$ cat config.mk
export PLATFORM = sky130hd
export DESIGN_NAME = dcache_ctrl
export DESIGN_NICKNAME = d
export VERILOG_FILES = /design/src/dcache_pkg.sv /design/src/dcache_ctrl.sv
export SDC_FILE = /design/constraint.sdc
export NUM_CORES = 1
export LEC_CHECK = 0
export BUFFER_PORTS_ARGS = -buffer_cell sky130_fd_sc_hd__buf_2
export CAP_MARGIN = 20
export CORE_AREA = 10 10 221 223
export CTS_CLUSTER_DIAMETER = 150
export DETAILED_ROUTE_END_ITERATION = 8
export DIE_AREA = 0 0 231 233
export GPL_TIMING_DRIVEN = 1
export PLACE_DENSITY = 0.4
export SLEW_MARGIN = 15
export SYNTH_ARGS = -nofsm -noshare
export SYNTH_HDL_FRONTEND = slang
export SYNTH_SLANG_ARGS = --single-unit
$ cat constraint.sdc
create_clock -name clk -period 7.4 [get_ports clk]
set_input_delay 0.37 -clock clk [delete_from_list [all_inputs] [get_ports clk]]
set_output_delay 0.37 -clock clk [all_outputs]
set_load 0.05 [all_outputs]
$ cat src/dcache_pkg.sv
/* dcache package
   cache geometry, address layout, load types and controller state codes */
package dcache_pkg;

    localparam int way_num    = 4;
    localparam int line_words = 4;
    localparam int set_num    = 16;
    localparam int offset_w   = 4;
    localparam int index_w    = 4;
    localparam int tag_w      = 24;
    localparam int way_w      = 2;

    // controller states
    localparam logic [2:0] st_lookup      = 3'd0;
    localparam logic [2:0] st_miss_dirty  = 3'd1;
    localparam logic [2:0] st_writeback   = 3'd2;
    localparam logic [2:0] st_miss_clean  = 3'd3;
    localparam logic [2:0] st_refill      = 3'd4;
    localparam logic [2:0] st_refill_done = 3'd5;

    typedef logic [line_words-1:0][31:0] line_t;

    // same word seen as a bus address or as cache fields
    typedef union packed {
        logic [31:0] raw;
        struct packed {
            logic [tag_w-1:0]    tag;
            logic [index_w-1:0]  index;
            logic [offset_w-1:0] offset;
        } f;
    } addr_u;

    typedef enum logic [2:0] {
        lw,
        lh,
        lhu,
        lb,
        lbu
    } load_type_e;

endpackage
$ cat src/dcache_ctrl.sv
/* dcache controller
   request buffer, tag compare and the miss / write-back / refill state machine */
`timescale 1ns/1ps
module dcache_ctrl (
    input  logic                   clk,
    input  logic                   rst_n,
    input  logic                   req_valid,
    input  logic                   req_write,
    input  dcache_pkg::addr_u      req_addr,
    input  logic [3:0]             req_wstrb,
    input  logic [31:0]            req_wdata,
    input  dcache_pkg::load_type_e load_type,
    input  logic                   rd_rdy,
    input  logic                   ret_valid,
    input  dcache_pkg::line_t      ret_data,
    input  logic                   wr_rdy,
    input  logic                   wr_valid,
    input  logic [dcache_pkg::way_num-1:0][dcache_pkg::tag_w-1:0] tag_rd,
    input  logic [dcache_pkg::way_num-1:0] valid_rd,
    input  logic [dcache_pkg::way_num-1:0] dirty_rd,
    input  logic [dcache_pkg::way_w-1:0]   victim_way,
    output logic                   busy,
    output logic                   buf_valid,
    output logic                   buf_write,
    output dcache_pkg::addr_u      buf_addr,
    output logic [3:0]             buf_wstrb,
    output logic [31:0]            buf_wdata,
    output dcache_pkg::load_type_e buf_load_type,
    output logic [dcache_pkg::index_w-1:0] rd_index,
    output logic [dcache_pkg::way_num-1:0] hit,
    output logic                   plru_update,
    output logic [dcache_pkg::way_num-1:0] refill_we,
    output dcache_pkg::line_t      refill_line,
    output logic                   rd_req,
    output logic [31:0]            rd_addr,
    output logic                   wr_req,
    output logic [31:0]            wr_addr
);
    logic [2:0]                     state;
    logic [2:0]                     state_nxt;
    logic                           req_v;
    logic [dcache_pkg::way_num-1:0] hit_cmp;
    logic [dcache_pkg::way_num-1:0] victim_oh;
    logic                           hit_any;

    always_ff @(posedge clk or negedge rst_n) begin
        if (!rst_n) begin
            req_v <= 1'b0;
            state <= dcache_pkg::st_lookup;
        end else begin
            if (!busy) req_v <= req_valid;
            state <= state_nxt;
        end
    end

    // request payload, held while busy
    always_ff @(posedge clk) begin
        if (!busy) begin
            buf_write     <= req_write;
            buf_addr      <= req_addr;
            buf_wstrb     <= req_wstrb;
            buf_wdata     <= req_wdata;
            buf_load_type <= load_type;
        end
    end

    always_comb begin
        for (int w = 0; w < dcache_pkg::way_num; w++) begin
            hit_cmp[w] = valid_rd[w] && (tag_rd[w] == buf_addr.f.tag);
        end
        victim_oh             = '0;
        victim_oh[victim_way] = 1'b1;
    end

    assign hit_any     = |hit_cmp;
    assign busy        = (state != dcache_pkg::st_lookup) || (req_v && !hit_any);
    assign buf_valid   = req_v && (state == dcache_pkg::st_lookup); // only a lookup is live
    assign hit         = (state == dcache_pkg::st_lookup) ? hit_cmp : victim_oh;
    assign plru_update = buf_valid && hit_any;
    assign rd_index    = busy ? buf_addr.f.index : req_addr.f.index;

    assign refill_we   = (state == dcache_pkg::st_refill && ret_valid) ? victim_oh : '0;
    assign refill_line = ret_data;

    assign rd_req  = (state == dcache_pkg::st_miss_clean);
    assign wr_req  = (state == dcache_pkg::st_miss_dirty);
    assign rd_addr = {buf_addr.f.tag, buf_addr.f.index, {dcache_pkg::offset_w{1'b0}}};
    assign wr_addr = {tag_rd[victim_way], buf_addr.f.index, {dcache_pkg::offset_w{1'b0}}};

    always_comb begin
        state_nxt = state;
        case (state)
            dcache_pkg::st_lookup: begin
                if (req_v && !hit_any) begin
                    state_nxt = dirty_rd[victim_way] ? dcache_pkg::st_miss_dirty
                                                     : dcache_pkg::st_miss_clean;
                end
            end
            dcache_pkg::st_miss_dirty: begin
                if (wr_rdy) state_nxt = dcache_pkg::st_writeback;
            end
            dcache_pkg::st_writeback: begin
                if (wr_valid) state_nxt = dcache_pkg::st_miss_clean; // victim is out
            end
            dcache_pkg::st_miss_clean: begin
                if (rd_rdy) state_nxt = dcache_pkg::st_refill;
            end
            dcache_pkg::st_refill: begin
                if (ret_valid) state_nxt = dcache_pkg::st_refill_done;
            end
            default: state_nxt = dcache_pkg::st_lookup; // refill done, look up again
        endcase
    end

endmodule

== After elaboration in Yosys (flattened, before gate mapping) ==
Cells that the tools add are included.

* Register bits after elaboration: 76

* Magnitude comparators: 2
* Reduce and logical (&&, ||, !) cells: 15
* Multiplexer cells: 16
* Eq/ne operators: 13

{| class="wikitable"
|+ Operators with widths
! operator !! count
|-
| == test 24 bit || 4
|-
| binary-select mux 24 bit (select 2 bit) || 1
|-
| 2-to-1 mux 24 bit || 1
|-
| 2-to-1 mux 3 bit || 5
|-
| case mux 3 bit (5 select lines) || 1
|-
| 2-to-1 mux 4 bit || 3
|-
| inequality test 2 bit, second input constant || 5
|-
| logical AND 1 bit || 9
|-
| == test 3 x 2 -> 1 bit, second input constant || 2
|-
| AND reduction 5 bit || 1
|-
| OR reduction 4 bit || 1
|-
| == test 3 x 1 -> 1 bit, second input constant || 1
|-
| == test 3 bit, second input constant || 1
|-
| zero test 3 bit || 1
|-
| less-than comparator 2 x 3 -> 1 bit, second input constant || 1
|-
| nonzero test 3 bit || 1
|-
| binary-select mux 1 bit (select 2 bit) || 1
|-
| demux 1 bit (select 2 bit) || 1
|-
| greater-or-equal comparator 2 x 1 -> 1 bit, second input constant || 1
|-
| 2-to-1 mux 1 bit || 2
|-
| 2-to-1 mux 2 bit || 1
|-
| zero test 1 bit || 1
|-
| logical OR 1 bit || 1
|}

== Longest topological paths before layout ==
Gate-level depths: netlist of run 1.

* Depth in word-level cells: 7
* Gate-level depth with buffers: 8

== Worst setup path after synthesis of run 1 ==
OpenSTA, ideal clock, no wires.

* Path type: register to output
* Start: reg buf_addr[17] (netlist bit)
* End: out busy
* Required time: 7.030 ns
* Stages on the path, launching flop included: 9
* Arrival time: 3.651 ns
* Setup slack: 3.379 ns
* Cell sequence: edfxtp_1 buf_2 xnor2_1 nand4_1 nor4_1 nand4_1 and4_4 a21oi_4 inv_1

* Longest elaborated chain between the ends: 6
* Elaborated cells between the ends (all ways): 12
* Classes of those cells: eq/ne (4); reduce/logical (8)

{| class="wikitable"
|+ RTL lines
! what !! line !! source
|-
| start, declared || dcache_ctrl.sv:25 || <nowiki>output dcache_pkg::addr_u buf_addr,</nowiki>
|-
| start signal, assigned || dcache_ctrl.sv:60 || <nowiki>buf_addr <= req_addr;</nowiki>
|-
| == test 24 bit || dcache_ctrl.sv:69 || <nowiki>hit_cmp[w] = valid_rd[w] && (tag_rd[w] == buf_addr.f.tag);</nowiki>
|-
| logical AND 1 bit || dcache_ctrl.sv:69 ||
|-
| OR reduction 4 bit (*) || dcache_ctrl.sv:75 || <nowiki>assign hit_any = |hit_cmp;</nowiki>
|-
| zero test 1 bit (*) || dcache_ctrl.sv:76 || <nowiki>assign busy = (state != dcache_pkg::st_lookup) || (req_v && !hit_any);</nowiki>
|-
| logical AND 1 bit (*) || dcache_ctrl.sv:76 ||
|-
| logical OR 1 bit (*) || dcache_ctrl.sv:76 ||
|-
| end, declared || dcache_ctrl.sv:22 || <nowiki>output logic busy,</nowiki>
|}

Every way passes the cells marked *; elsewhere a longest branch is shown, timed or not.

== Worst setup path in the final report of run 1 ==
* Start: reg buf_addr[23] (netlist bit)
* End: out rd_index[1] (netlist bit)

* Longest elaborated chain between the ends: 7
* Elaborated cells between the ends (all ways): 13
* Classes of those cells: eq/ne (4); mux (1); reduce/logical (8)

{| class="wikitable"
|+ RTL lines
! what !! line !! source
|-
| == test 24 bit || dcache_ctrl.sv:69 ||
|-
| logical AND 1 bit || dcache_ctrl.sv:69 ||
|-
| OR reduction 4 bit (*) || dcache_ctrl.sv:75 ||
|-
| zero test 1 bit (*) || dcache_ctrl.sv:76 ||
|-
| logical AND 1 bit (*) || dcache_ctrl.sv:76 ||
|-
| logical OR 1 bit (*) || dcache_ctrl.sv:76 ||
|-
| 2-to-1 mux 4 bit (*) || dcache_ctrl.sv:80 || <nowiki>assign rd_index = busy ? buf_addr.f.index : req_addr.f.index;</nowiki>
|-
| end, declared || dcache_ctrl.sv:29 || <nowiki>output logic [dcache_pkg::index_w-1:0] rd_index,</nowiki>
|}

Marks and branches as above.

==> results of run 1 <==
[cell type report]
type	instances	area, µm²	share of cell area, %
Tap cell	592	741	10.6
Sequential cell	76	2260	32.3
Clock buffer	9	225	3.22
Inverter	3	11.3	0.161
Multi-Input combinational cell	208	1960	28.0
Antenna cell	5	12.5	0.179
Timing Repair Buffer	333	1680	24.0
Clock inverter	7	106	1.52
[where the power goes]
group,switching (mW),leakage (nW),internal [mW]
logic,0.262,1.96,0.120
registers,0.0224,0.692,0.483
clock network,0.220,0.156,0.302
[cells in the mapped netlist, drive strengths merged]
cell    count  area [µm²]
a22o        1        8.76
a31oi       1        6.26
and4        1        11.3
xnor2      52         470
and3        1        6.26
mux2i       1        10.0
a21oi       4        31.3
mux2        4        60.1
nand3b      2        15.0
nor4       12        75.1
nand2       8        30.0
and2        1        6.26
mux4       25         563
dfrtp       4         100
and2b       1        8.76
nor3        6        30.0
nand3       2        10.0
inv         3        11.3
nor3b       4        30.0
xor2       44         385
nor2        4        15.0
clkbuf      8        30.0
buf       178        1340
nand4      16         100
or3         2        12.5
conb        1        3.75
o21ai       7        35.0
edfxtp     72        2160
o221ai      1        8.76
[flip-flops by register name (all words and copies together) (netlist names)]
signal         flops
buf_addr          32
buf_load_type      3
buf_wdata         32
buf_write          1
buf_wstrb          4
req_v              1
state              3
[per-stage QoR]
step           setup slack [ns]  hold WS [ns]  total power [mW]
3_3_place_gp               3.27         0.188             0.912
6_report                   3.15         0.170              1.41
4_1_cts                    2.78         0.145              1.45
3_5_place_dp               3.22         0.188             0.914
5_1_grt                    2.72         0.157              1.47
2_1_floorplan              3.38        0.0744             0.933
[worst max-delay path by stage]
stage                           start     endpoint
2_1_floorplan  buf_addr[17]$_DFFE_PP_         busy
3_3_place_gp   buf_addr[23]$_DFFE_PP_  rd_index[1]
3_5_place_dp   buf_addr[23]$_DFFE_PP_  rd_index[1]
4_1_cts        buf_addr[23]$_DFFE_PP_  rd_index[3]
5_1_grt        buf_addr[23]$_DFFE_PP_  rd_index[1]
6_report       buf_addr[23]$_DFFE_PP_  rd_index[1]
[what timing repair did]
action,CTS,global route
hold endpoints to repair,4,0
hold buffers,1,0
endpoints found under the setup margin,0,0
resized for setup,0,0
[cells by family (layout without fill, tap and decap cells)]
group	after synthesis	count (layout)	synth area share, %
AO/OA/AOI/OAI	14	14	1.62
XOR/XNOR	96	96	15.4
buffers and inverters	189	352	24.7
flip-flops	76	76	40.6
multiplexers	30	30	11.4
other	1	13	0.0673
AND/OR/NAND/NOR	60	60	6.29
[per-layer routing]
metal  vias to the layer above  global-route usage (%)  share of wire [%]
li1                       1790                       -                  -
met4                        16                    5.20                3.6
met3                       109                    7.29                 13
met2                       351                    24.3                 54
met1                      1934                    10.8                 29
met5                         -                       0               0.30
[placed cells by master (no fill, tap or decap), types with 2 or more instances in the layout]
master | synthesis | routed
sky130_fd_sc_hd__buf_4 | 168 | 3
sky130_fd_sc_hd__o21ai_0 | 7 | 7
sky130_fd_sc_hd__xnor2_1 | 50 | 50
sky130_fd_sc_hd__nor2_1 | 4 | 4
sky130_fd_sc_hd__nor4_1 | 12 | 12
sky130_fd_sc_hd__nand2_1 | 8 | 8
sky130_fd_sc_hd__inv_1 | 3 | 3
sky130_fd_sc_hd__nand3b_1 | 2 | 2
sky130_fd_sc_hd__xnor2_2 | 2 | 2
sky130_fd_sc_hd__nor3_1 | 6 | 6
sky130_fd_sc_hd__edfxtp_1 | 72 | 72
sky130_fd_sc_hd__conb_1 | 1 | 8
sky130_fd_sc_hd__nand3_1 | 2 | 2
sky130_fd_sc_hd__clkbuf_16 | 0 | 9
sky130_fd_sc_hd__nor3b_1 | 4 | 4
sky130_fd_sc_hd__buf_2 | 6 | 329
sky130_fd_sc_hd__clkinvlp_4 | 0 | 2
sky130_fd_sc_hd__diode_2 | 0 | 5
sky130_fd_sc_hd__mux4_2 | 25 | 25
sky130_fd_sc_hd__xor2_1 | 44 | 44
sky130_fd_sc_hd__a21oi_1 | 3 | 3
sky130_fd_sc_hd__or3_1 | 2 | 2
sky130_fd_sc_hd__bufinv_16 | 0 | 2
sky130_fd_sc_hd__inv_8 | 0 | 2
sky130_fd_sc_hd__mux2_4 | 4 | 4
sky130_fd_sc_hd__dfrtp_1 | 4 | 4
sky130_fd_sc_hd__nand4_1 | 16 | 16
==> results by stage, run 1 <==
Cells and area:
- Relative to the synthesized area, the layout overhead comes to 25.6%.
- The final design utilization is 15.9%.
- The fraction of final layout cells sized beyond drive strength 1 is 60.1%.
- The net count of the finished layout is 944.
- The final non-filler cell total is 1233.
- The number of inserted filler cells in the final layout is 5066.
- The post-route cell area is 7000 µm².

Worst setup path:
- The critical path's most frequent cell is sky130_fd_sc_hd__nand4_1.
- STA classifies the critical path startpoint as a flip-flop.
- Along the worst path, the maximum fanout reaches 39.
- Data on the critical path arrives at its endpoint at 3.88 ns.
- The reg-to-reg startpoint is buf_addr[23]$_DFFE_PP_.
- The delay of the slowest critical-path stage is 0.55 ns.
- The critical path endpoint category is an output port.
- The type of the setup path with the least slack is reg2out.
- The cell type of the slowest stage on the worst timing path is sky130_fd_sc_hd__edfxtp_1.
- Traced cell by cell, the critical path runs through xnor2_1, nand4_1, nor4_1, nand4_1, and4_4, a21oi_4, buf_4, mux2_4, buf_2.
- The setup check on the worst reg-to-reg path leaves a slack of 4.07 ns.
- Together, buffers and inverters on the worst path number 2.
- Counting buffers and inverters, the worst setup path is 9 cells deep.
- Broken down by cell family, the worst path's largest delay share belongs to simple AND/OR/NAND/NOR gates.
- For the worst setup path, the data required time is 7.03 ns.
- The capture instance of the worst register-to-register path is buf_wdata[11]$_DFFE_PP_.
- Counting cells, the worst reg-to-reg path comes to 7.

Place:
- The placed instance count is 1211.
- The final estimated routing congestion in global placement is 0.718.
- The HPWL after detailed placement is 31900 µm.
- The total of buffers placed on input and output ports is 329.
- The placed instances occupy a cell area of 6640 µm².

Floorplan:
- The die width is 231 µm.
- The floorplan step defined a die boundary enclosing 53800 µm².
- The initialized floorplan defines 77 standard-cell rows.
- Measured along the y axis, the die boundary spans 233 µm.
- The initial core utilization is 12.6%.
- The core area is 44100 µm².
- 594 I/O pins were placed.

Min path:
- The path type of the worst min-delay path is in2reg.
- The worst min-delay path startpoint is req_addr[3].
- The worst hold path terminates at buf_addr[3]$_DFFE_PP_.
- The number of instances on the worst hold path is 1.

Timing:
- The number of setup violations in the final report is 0.
- The number of endpoints with negative hold slack in the final report is 0.
- For the pin with the worst max-slew slack, the measured transition is 1.07 ns.
- The final clock skew is 0.0182 ns.
- The worst pin sits at a relative slew slack of 28.9%.
- In the finished design, the share of the clock period the worst path needs comes to 57.4%.
- The count of final max-slew check failures is 0.
- Derived from the worst setup path, the maximum achievable clock frequency is 235 MHz.
- Setup repair after global routing left no endpoint under its margin.
- The clock period minus final worst setup slack is 4.25 ns.
- In the final timing run, aggregate negative setup slack is 0 ns.

CTS:
- The depth of the CTS H-tree is 3.
- The TritonCTS clock tree is built.
- The clock passes through at most 2 buffers.
- Counting every sink on the clock net gives 76.
- The clock reaches the later pin of the worst-skew pair after 0.37 ns.
- The number of setup buffers added after CTS is 0.
- The number of CTS-inserted buffers is 9.
- The root buffer cell is sky130_fd_sc_hd__clkbuf_16.
- The clock slew seen by the registers of the worst setup and hold paths is 0.08 ns.

Power and ir drop:
- The total leakage power is 2.81 nW.
- Power spread over the standard cell area amounts to 201 nW/µm².
- Across the VDD grid, the largest voltage drop is 0.143 mV.

Synth:
- Each instance of the synthesized netlist takes up on average 12.0 µm².
- The share of the Yosys chip area taken by registers is 40.6%.
- The post-synthesis instance area is 5570 µm².
- The post-synthesis instance total is 466.
- The register bit count reported by yosys is 76.
- The count of warnings emitted by yosys is 0.
- Counting distinct cell types in the post-synthesis netlist gives 33.

GRT:
- Global routing finished with a remaining overflow of 0.
- The wire length of the first global-routing pass is 46100 µm.
- The number of global-route vias before repair was 4919.
- The aggregate global-route resource usage is 12.9%.
- The number of antenna violations at the first check in global routing is 20.
- Entering global routing, the biggest net connects 40 pins.

Drt:
- The first routing iteration left 138 violations.
- The post-detailed-route wirelength per cell is 29.1 µm.
- The via count is 4200.
- The routed design has 35900 µm of wire.
- The number of detailed-route iterations in the first pass is 4.
- The post-route antenna net violation count is 0.
- After detailed routing, the number of vias per cell comes to 3.41.
- In the routed design, unresolved DRC markers number 0.

Outcome:
- The run finished with clean final reports.

Job:
- The total of max-cap violations is 0.
No activity file was read; power rests on OpenSTA's default activity.
==> inputs of run 2 (changes only) <==
--- a/config.mk
+++ b/config.mk
@@ -5,14 +5,15 @@
 export SDC_FILE = /design/constraint.sdc
 export NUM_CORES = 1
 export LEC_CHECK = 0
+export ABC_AREA = 1
 export BUFFER_PORTS_ARGS = -buffer_cell sky130_fd_sc_hd__buf_2
 export CAP_MARGIN = 20
-export CORE_AREA = 10 10 221 223
+export CORE_AREA = 10 10 226 228
 export CTS_CLUSTER_DIAMETER = 150
 export DETAILED_ROUTE_END_ITERATION = 8
-export DIE_AREA = 0 0 231 233
+export DIE_AREA = 0 0 236 238
 export GPL_TIMING_DRIVEN = 1
-export PLACE_DENSITY = 0.4
+export PLACE_DENSITY = 0.43
 export SLEW_MARGIN = 15
 export SYNTH_ARGS = -nofsm -noshare
 export SYNTH_HDL_FRONTEND = slang
==> constraint.sdc (replaced) <==
create_clock -name clk -period 3.59 [get_ports clk]
set_input_delay 0.1795 -clock clk [delete_from_list [all_inputs] [get_ports clk]]
set_output_delay 0.1795 -clock clk [all_outputs]
set_load 0.05 [all_outputs]
==> results by stage, run 2 <==
CTS:
- The number of sinks driven by the clock tree came to 76 (unchanged).
- The depth of the CTS H-tree was 3 (unchanged).
- The clock latency at the later pin of the worst-skew pair came to 0.36 ns (about the same).
- The number of CTS-inserted buffers was 9 (unchanged).
- The clock slew seen by the registers of the worst setup and hold paths is 0.06 ns (-0.02 ns).
- The cell sitting at the root of the clock tree is a sky130_fd_sc_hd__clkbuf_16.
- The TritonCTS clock tree is built.
- The worst-case clock buffer depth is 2 (unchanged).
- The number of gates resized after CTS was 0 (unchanged).

Drt:
- The wire length reported by the detailed router was 50700 µm (+41%).
- The per-cell via count in the routed design is 4.02 (+18%).
- The number of remaining DRC errors was 0 (unchanged).
- The number of design-rule violations left by the first detailed-router iteration was 488 (+250%).
- The post-route antenna net violation count came to 0 (unchanged).
- The via count came to 7246 (+73%).
- The number of detailed-route iterations in the first pass was 7 (+3).
- The post-detailed-route wirelength per cell is 28.1 µm (-3.3%).

Worst setup path:
- The endpoint arrival time on the critical path is 3.00 ns (-0.88 ns).
- STA classifies the critical path endpoint as an output port.
- The cell type of the slowest stage on the worst timing path is sky130_fd_sc_hd__edfxtp_1.
- The worst path buffer plus inverter count is 3 (+1).
- The number of cells on the worst reg-to-reg path is 14 (+7).
- The cell family contributing the most delay on the critical path is simple AND/OR/NAND/NOR gates.
- The signal on the critical path passes through inv_1, nand2_1, nand2_1, nor2_1, nand2_1, nor2_1, nand2_1, nor2_2, nor2_1, nand3_2, nand2_2, clkinvlp_4, nand2_1, nand2_1, buf_2.
- The worst setup path is launched from a flip-flop.
- The critical path's most frequent cell is sky130_fd_sc_hd__nand2_1.
- The delay of the slowest critical-path stage was 0.55 ns (about the same).
- The worst setup path is of the reg2out kind.
- The worst path required time is 3.41 ns (-3.62 ns).
- The number of cells on the critical path is 15 (+6).
- The highest fanout seen on the critical path is 15 (-62%).

Floorplan:
- The die width is 236 µm (+2.2%).
- The total I/O pin count is 594 (unchanged).
- The core area is 46400 µm² (+5.1%).
- The floorplan die area is 56200 µm² (+4.4%).
- The total number of placement rows is 79 (+2.6%).
- The initial core utilization is 14.3% (+1.7 points).
- The vertical die dimension is 238 µm (+2.1%).

Synth:
- The unique cell type count in the Yosys netlist is 38 (+15%).
- The number of enable-type register cells in the synthesized netlist is 72 (unchanged).
- The most common flop cell mapped by yosys is sky130_fd_sc_hd__edfxtp_1.
- The dominant cell type by area after synthesis is sky130_fd_sc_hd__edfxtp_1.
- Sorting the synthesized cells by area gives the leading types as sky130_fd_sc_hd__edfxtp_1, sky130_fd_sc_hd__buf_4, sky130_fd_sc_hd__nand2_1, sky130_fd_sc_hd__inv_1, sky130_fd_sc_hd__nor2_1.
- The count of warnings emitted by yosys is 0 (unchanged).
- Counting instances in the post-synthesis netlist gives the leading cell types as sky130_fd_sc_hd__nand2_1, sky130_fd_sc_hd__buf_4, sky130_fd_sc_hd__inv_1.
- sky130_fd_sc_hd__nand2_1 is the most common cell in the netlist.
- The fraction of registers with async set/reset is 5.26% (unchanged).
- The post-synthesis instance total came to 935 (+100%).
- The post-synthesis area per instance is 7.08 µm² (-41%).
- The register bit count reported by yosys came to 76 (unchanged).
- The post-synthesis instance area is 6620 µm² (+19%).
- The area fraction of the dominant cell type after synthesis is 32.6% (-6.2 points).
- The sequential area share after synthesis is 34.2% (-6.4 points).

Cells and area:
- In the layout the commonest cells are sky130_fd_sc_hd__buf_2, sky130_fd_sc_hd__nand2_1, sky130_fd_sc_hd__inv_1, sky130_fd_sc_hd__nor2_1, sky130_fd_sc_hd__edfxtp_1.
- The number of nets at the end of the flow is 1502 (+59%).
- The largest registers in the layout are buf_addr (32), buf_wdata (32), buf_wstrb (4).
- Leaving out fill and tap cells, the most frequent cell in the layout is sky130_fd_sc_hd__buf_2.
- The fraction of final layout cells sized beyond drive strength 1 is 32.6% (-28 points).
- Compared with the post-synthesis result, the final layout area differs by 33.6%.

Timing:
- The worst max-slew margin expressed relative to the limit is 50.9% (+22 points).
- Dividing the final minimum period by the clock period gives 88.7%.
- The measured slew at the worst slew-check pin was 0.736 ns (-0.331 ns).
- The number of endpoints with negative hold slack in the final report is 0 (unchanged).
- The aggregate negative setup slack was 0 ns (unchanged).
- The clock period minus final worst setup slack is 3.18 ns.
- The least setup slack across all paths after layout is 0.406 ns (-2.75 ns).
- For this run, the top clock speed supported by timing is 314 MHz.
- The count of final max-slew check failures is 0 (unchanged).
- The number of setup violations in the final report is 0 (unchanged).
- Setup repair after global routing left no endpoint under its margin.
- The final clock skew was 0.00770 ns (-0.0105 ns).

GRT:
- The largest net degree at the start of global routing is 54 (+35%).
- The number of antenna violations at the first check in global routing is 13 (-35%).
- The leftover overflow at the end of global routing is 0 (unchanged).
- The aggregate global-route resource usage is 17.1% (+4.2 points).
- The wire length of the first global-routing pass is 66000 µm (+43%).
- The number of global-route vias before repair came to 7716 (+57%).

Min path:
- The path type of the worst min-delay path is in2reg.
- The number of instances on the worst hold path is 1 (unchanged).

Job:
- The total of max-cap violations is 0 (unchanged).

Place:
- The post-place setup slack is 0.462 ns (-2.75 ns).
- The HPWL after detailed placement is 45000 µm (+41%).
- The final estimated routing congestion in global placement is 0.988 (+38%).
- The total of buffers placed on input and output ports was 329 (unchanged).

Power and ir drop:
- The total leakage power came to 4.43 nW (+58%).
- The power per cell area is 322 nW/µm² (+60%).
- The worst ir drop on vdd is 0.183 mV (+28%).

Outcome:
- The flow ran to the end, and the final reports show no timing, DRC or antenna violations.
## run 2: what timing repair did
| item | CTS | global route |
|---|---|---|
| setup endpoints to repair | 0 | 4 |
| hold buffers | 69 | 0 |
| setup buffers | 0 | 9 |
| endpoints found under the hold margin | 72 | 0 |
## run 2: layout make-up
| class | instances | area, µm² |
|---|---|---|
| Multi-Input combinational cell | 556 | 2580 |
| Clock buffer | 10 | 229 |
| Inverter | 130 | 492 |
| Sequential cell | 76 | 2260 |
| Clock inverter | 4 | 27.5 |
| Timing Repair Buffer | 416 | 2480 |
| Tap cell | 607 | 759 |
| Antenna cell | 5 | 12.5 |
| Fill cell | 5269 | 37500 |
## run 2: kinds of logic (layout without fill, tap and decap cells)
| family | count (synthesis) | count (layout) | share of synthesized area [%] |
|---|---|---|---|
| and+or+nand+nor | 453 | 453 | 28.6 |
| xor gates and xnor gates | 16 | 16 | 2.12 |
| DFF | 76 | 76 | 34.2 |
| other | 1 | 13 | 0.0566 |
| buffers and inverters | 310 | 560 | 27.3 |
| AOI/OAI and AO/OA | 79 | 79 | 7.78 |
## run 2: per-layer routing
layer  up-vias  share of wire (%)  track usage [%]
li1       3322                  -                -
met3       141                 11             7.72
met2       423                 56             33.9
met1      3348                 29             13.8
met4        12                4.4             8.24
met5         -               0.12            0.519
## run 2: power breakdown
group          switching, mW  internal, mW
clock                  0.402         0.461
combinational          0.686         0.297
sequential            0.0207         0.986
## run 2: metrics by stage
step                hold slack, ns  power (mW)  instances  area (µm²)  util (%)
floorplan                   -0.116        1.97        942        6650         -
detailed placement         0.00280        1.96       1707        7820      16.9
finish                      0.0206        2.85       1804        8850      19.1
CTS                       0.000230        2.91       1790        8770      18.9
global placement         -0.000132        1.95       1707        7820      16.9
global route               0.00510        3.00       1801        8840      19.1
## run 2: final timing paths
| check | slack, ns | startpoint | to |
|---|---|---|---|
| min in group asynchronous | 0.16 | rst_n | state[0]$_DFFE_PN0P_ |
| max in group asynchronous | 3.29 | rst_n | state[1]$_DFFE_PN0P_ |
| min reg2reg | 0.57 | state[1]$_DFFE_PN0P_ | state[1]$_DFFE_PN0P_ |
| max reg2reg | 0.51 | buf_addr[26]$_DFFE_PP_ | buf_wdata[26]$_DFFE_PP_ |
| max | 0.41 | buf_addr[26]$_DFFE_PP_ | rd_index[2] |
| min | 0.02 | req_addr[28] | buf_addr[28]$_DFFE_PP_ |
## run 2: worst register-to-register path, delay by kind of cell (launching register included)
family                 cells  cell delay, ns
AND/OR/NAND/NOR           10            1.18
buffers and inverters      4            0.95
flip-flops                 1            0.55
==> inputs of run 3 (changes only) <==
--- a/config.mk
+++ b/config.mk
@@ -14,6 +14,7 @@
 export DIE_AREA = 0 0 236 238
 export GPL_TIMING_DRIVEN = 1
 export PLACE_DENSITY = 0.43
+export REMOVE_ABC_BUFFERS = 1
 export SLEW_MARGIN = 15
 export SYNTH_ARGS = -nofsm -noshare
 export SYNTH_HDL_FRONTEND = slang
==> results by stage, run 3 (same netlist as run 2, synthesis figures left out) <==
GRT:
- The wire length of the first global-routing pass was 80400 µm (+22%).
- The aggregate global-route resource usage is 21.5% (+4.4 points).
- The number of antenna violations at the first check in global routing is 25 (+12).
- The number of global-route vias before repair came to 7633 (-1.1%).
- The largest net degree at the start of global routing was 28 (-48%).
- The leftover overflow at the end of global routing was 0 (unchanged).

Drt:
- The wire length reported by the detailed router is 63200 µm (+25%).
- The post-route antenna net violation count is 0 (unchanged).
- The number of design-rule violations left by the first detailed-router iteration is 556 (+14%).
- The via count is 7626 (+5.2%).
- The per-cell via count in the routed design is 4.24 (+5.7%).
- The number of detailed-route iterations in the first pass was 5 (-2).
- The post-detailed-route wirelength per cell is 35.2 µm (+25%).
- The number of remaining DRC errors is 0 (unchanged).

Min path:
- The path type of the worst min-delay path is in2reg.
- The number of instances on the worst hold path came to 1 (unchanged).
- The startpoint identified for the worst hold timing path is req_addr[30].
- The endpoint of the worst hold path is buf_addr[30]$_DFFE_PP_.

Cells and area:
- The number of nets at the end of the flow is 1490 (-0.80%).
- The post-route cell area is 8820 µm² (-0.27%).
- The library cells used most frequently in the layout, excluding fill and tap cells, are sky130_fd_sc_hd__buf_2, sky130_fd_sc_hd__nand2_1, sky130_fd_sc_hd__inv_1, sky130_fd_sc_hd__nor2_1, sky130_fd_sc_hd__edfxtp_1.
- The number of inserted filler cells in the final layout is 5256 (-0.25%).
- The final design utilization is 19.0% (-0.051 points).
- The fraction of final layout cells sized beyond drive strength 1 is 32.5% (-0.063 points).
- The area added between synthesis and finish is 33.2%.
- Leaving out fill and tap cells, the most frequent cell in the layout is sky130_fd_sc_hd__buf_2.
- In the final layout, the registers with the most flip-flops are buf_addr (32), buf_wdata (32), buf_wstrb (4).

Worst setup path:
- The delay of the slowest critical-path stage is 0.53 ns (-0.02 ns).
- The setup slack of the most critical reg-to-reg path came to 0.61 ns (+0.10 ns).
- The type of the setup path with the least slack is reg2out.
- The endpoint identified for the worst register-to-register timing path is buf_wdata[28]$_DFFE_PP_.
- The critical path's most frequent cell is sky130_fd_sc_hd__nand2_1.
- The startpoint identified for the worst register-to-register timing path is buf_addr[12]$_DFFE_PP_.
- The highest fanout seen on the critical path was 22 (+7).
- The number of cells on the worst reg-to-reg path is 10 (-4).
- The critical path endpoint category is an output port.
- Traced cell by cell, the critical path runs through xnor2_1, nand3_1, nor2_1, nand2_1, nor2_2, nor2_1, nand3_2, nand2_2, inv_8, nand2_1, nand2_1, buf_2.
- The sort of element at the start of the critical path is a flip-flop.
- The largest individual stage delay along the critical path comes from the cell sky130_fd_sc_hd__edfxtp_1.
- The worst path required time was 3.41 ns (about the same).
- The endpoint arrival time on the critical path is 3.11 ns (+0.11 ns).

Timing:
- The count of final max-slew check failures was 0 (unchanged).
- Setup repair after global routing left no endpoint under its margin.
- The number of setup violations in the final report is 0 (unchanged).
- The final clock skew was 0.0162 ns (+0.00847 ns).
- The measured slew at the worst slew-check pin is 0.881 ns (+0.145 ns).
- The clock period minus final worst setup slack came to 3.29 ns (+0.106 ns).
- The worst max-slew margin expressed relative to the limit is 41.2% (-9.7 points).
- The final worst-path cycle share is 91.6% (+3.0 points).
- The number of endpoints with negative hold slack in the final report is 0 (unchanged).
- The highest clock rate came to 304 MHz (-3.2%).

CTS:
- The tree is rooted in a sky130_fd_sc_hd__clkbuf_16.
- The worst-case clock buffer depth is 2 (unchanged).
- The clock slew seen by the registers of the worst setup and hold paths is 0.08 ns (+0.02 ns).
- The depth of the CTS H-tree is 3 (unchanged).
- The TritonCTS clock tree is built.
- The number of CTS-inserted buffers is 9 (unchanged).
- The number of sinks driven by the clock tree is 76 (unchanged).
- The clock latency at the later pin of the worst-skew pair is 0.37 ns (about the same).

Floorplan:
- The total number of placement rows is 79 (unchanged).
- The core area is 46400 µm² (unchanged).
- The initial core utilization came to 14.3% (unchanged).
- The die width is 236 µm (unchanged).
- The total I/O pin count is 594 (unchanged).
- The vertical die dimension is 238 µm (unchanged).
- The floorplan die area came to 56200 µm² (unchanged).

Job:
- The total of max-cap violations was 0 (unchanged).

Outcome:
- The flow ran to the end, and the final reports show no timing, DRC or antenna violations.

Place:
- The HPWL after detailed placement is 55800 µm (+24%).
- The placement-stage cell area is 7810 µm² (-0.11%).
- The total of buffers placed on input and output ports is 329 (unchanged).
- The final estimated routing congestion in global placement is 0.983 (-0.51%).

Power and ir drop:
- The worst ir drop on vdd is 0.205 mV (+12%).
- The total leakage power is 4.42 nW (-0.37%).
- The power per cell area was 344 nW/µm² (+6.7%).
## run 3: worst max-delay path: cells and delay by family, from the launching register on
kind / cells / cell delay (ns)
xor gates and xnor gates: 1 / 0.52
buffers and inverters: 2 / 0.55
DFF: 1 / 0.53
and+or+nand+nor: 9 / 1.13
## run 3: per-stage QoR
step                      TNS (ns)  hold slack (ns)  power (mW)  worst slack, ns  std cells
after floorplan             -42.52           -0.116        1.58           -0.818        762
after global placement           0         -0.00361        1.97            0.394       1706
after detailed placement         0        0.0000631        1.97            0.399       1706
after CTS                        0         0.000426        3.09           0.0359       1784
after global routing             0         0.000316        3.19           0.0778       1789
final                            0           0.0197        3.04            0.300       1797
## run 3: timing repair
item	4_1_cts	5_1_grt
hold endpoints to repair	65	2
buffers inserted	0	3
endpoints found under the setup margin	0	4
hold buffers	62	2
resized for setup	0	3
## run 3: worst max-delay path by stage
| stage | from | end | slack (ns) |
|---|---|---|---|
| after detailed placement | buf_addr[13]$_DFFE_PP_ | buf_wdata[28]$_DFFE_PP_ | 0.40 |
| after floorplan | buf_addr[9]$_DFFE_PP_ | rd_index[0] | -0.82 |
| after global routing | buf_addr[12]$_DFFE_PP_ | rd_index[0] | 0.08 |
| final | buf_addr[12]$_DFFE_PP_ | rd_index[3] | 0.30 |
| after CTS | buf_addr[10]$_DFFE_PP_ | rd_index[3] | 0.04 |
| after global placement | buf_addr[13]$_DFFE_PP_ | buf_load_type[0]$_DFFE_PP_ | 0.39 |
## run 3: final cells by class
type / instances / area, µm² / area share [%]
Sequential cell: 76 / 2260 / 25.6
Antenna cell: 8 / 20.0 / 0.227
Inverter: 130 / 495 / 5.62
Timing Repair Buffer: 404 / 2380 / 27.0
Clock buffer: 10 / 229 / 2.60
Tap cell: 607 / 759 / 8.61
Multi-Input combinational cell: 556 / 2590 / 29.3
Clock inverter: 6 / 87.6 / 0.993
## run 3: power breakdown
group / leakage [nW] / internal (mW) / switching [mW]
logic: 3.58 / 0.300 / 0.696
registers: 0.692 / 0.986 / 0.0190
clock network: 0.147 / 0.610 / 0.425
## run 3: metal layers
| metal | vias up | GRT usage (%) | wire length [µm] | part of all wire, % |
|---|---|---|---|---|
| li1 | 3313 | - | - | - |
| met1 | 3439 | 22.7 | 23400 | 37 |
| met2 | 765 | 28.1 | 23600 | 37 |
| met3 | 63 | 23.4 | 14900 | 24 |
| met4 | 46 | 2.74 | 471 | 0.74 |
| met5 | - | 8.99 | 870 | 1.4 |
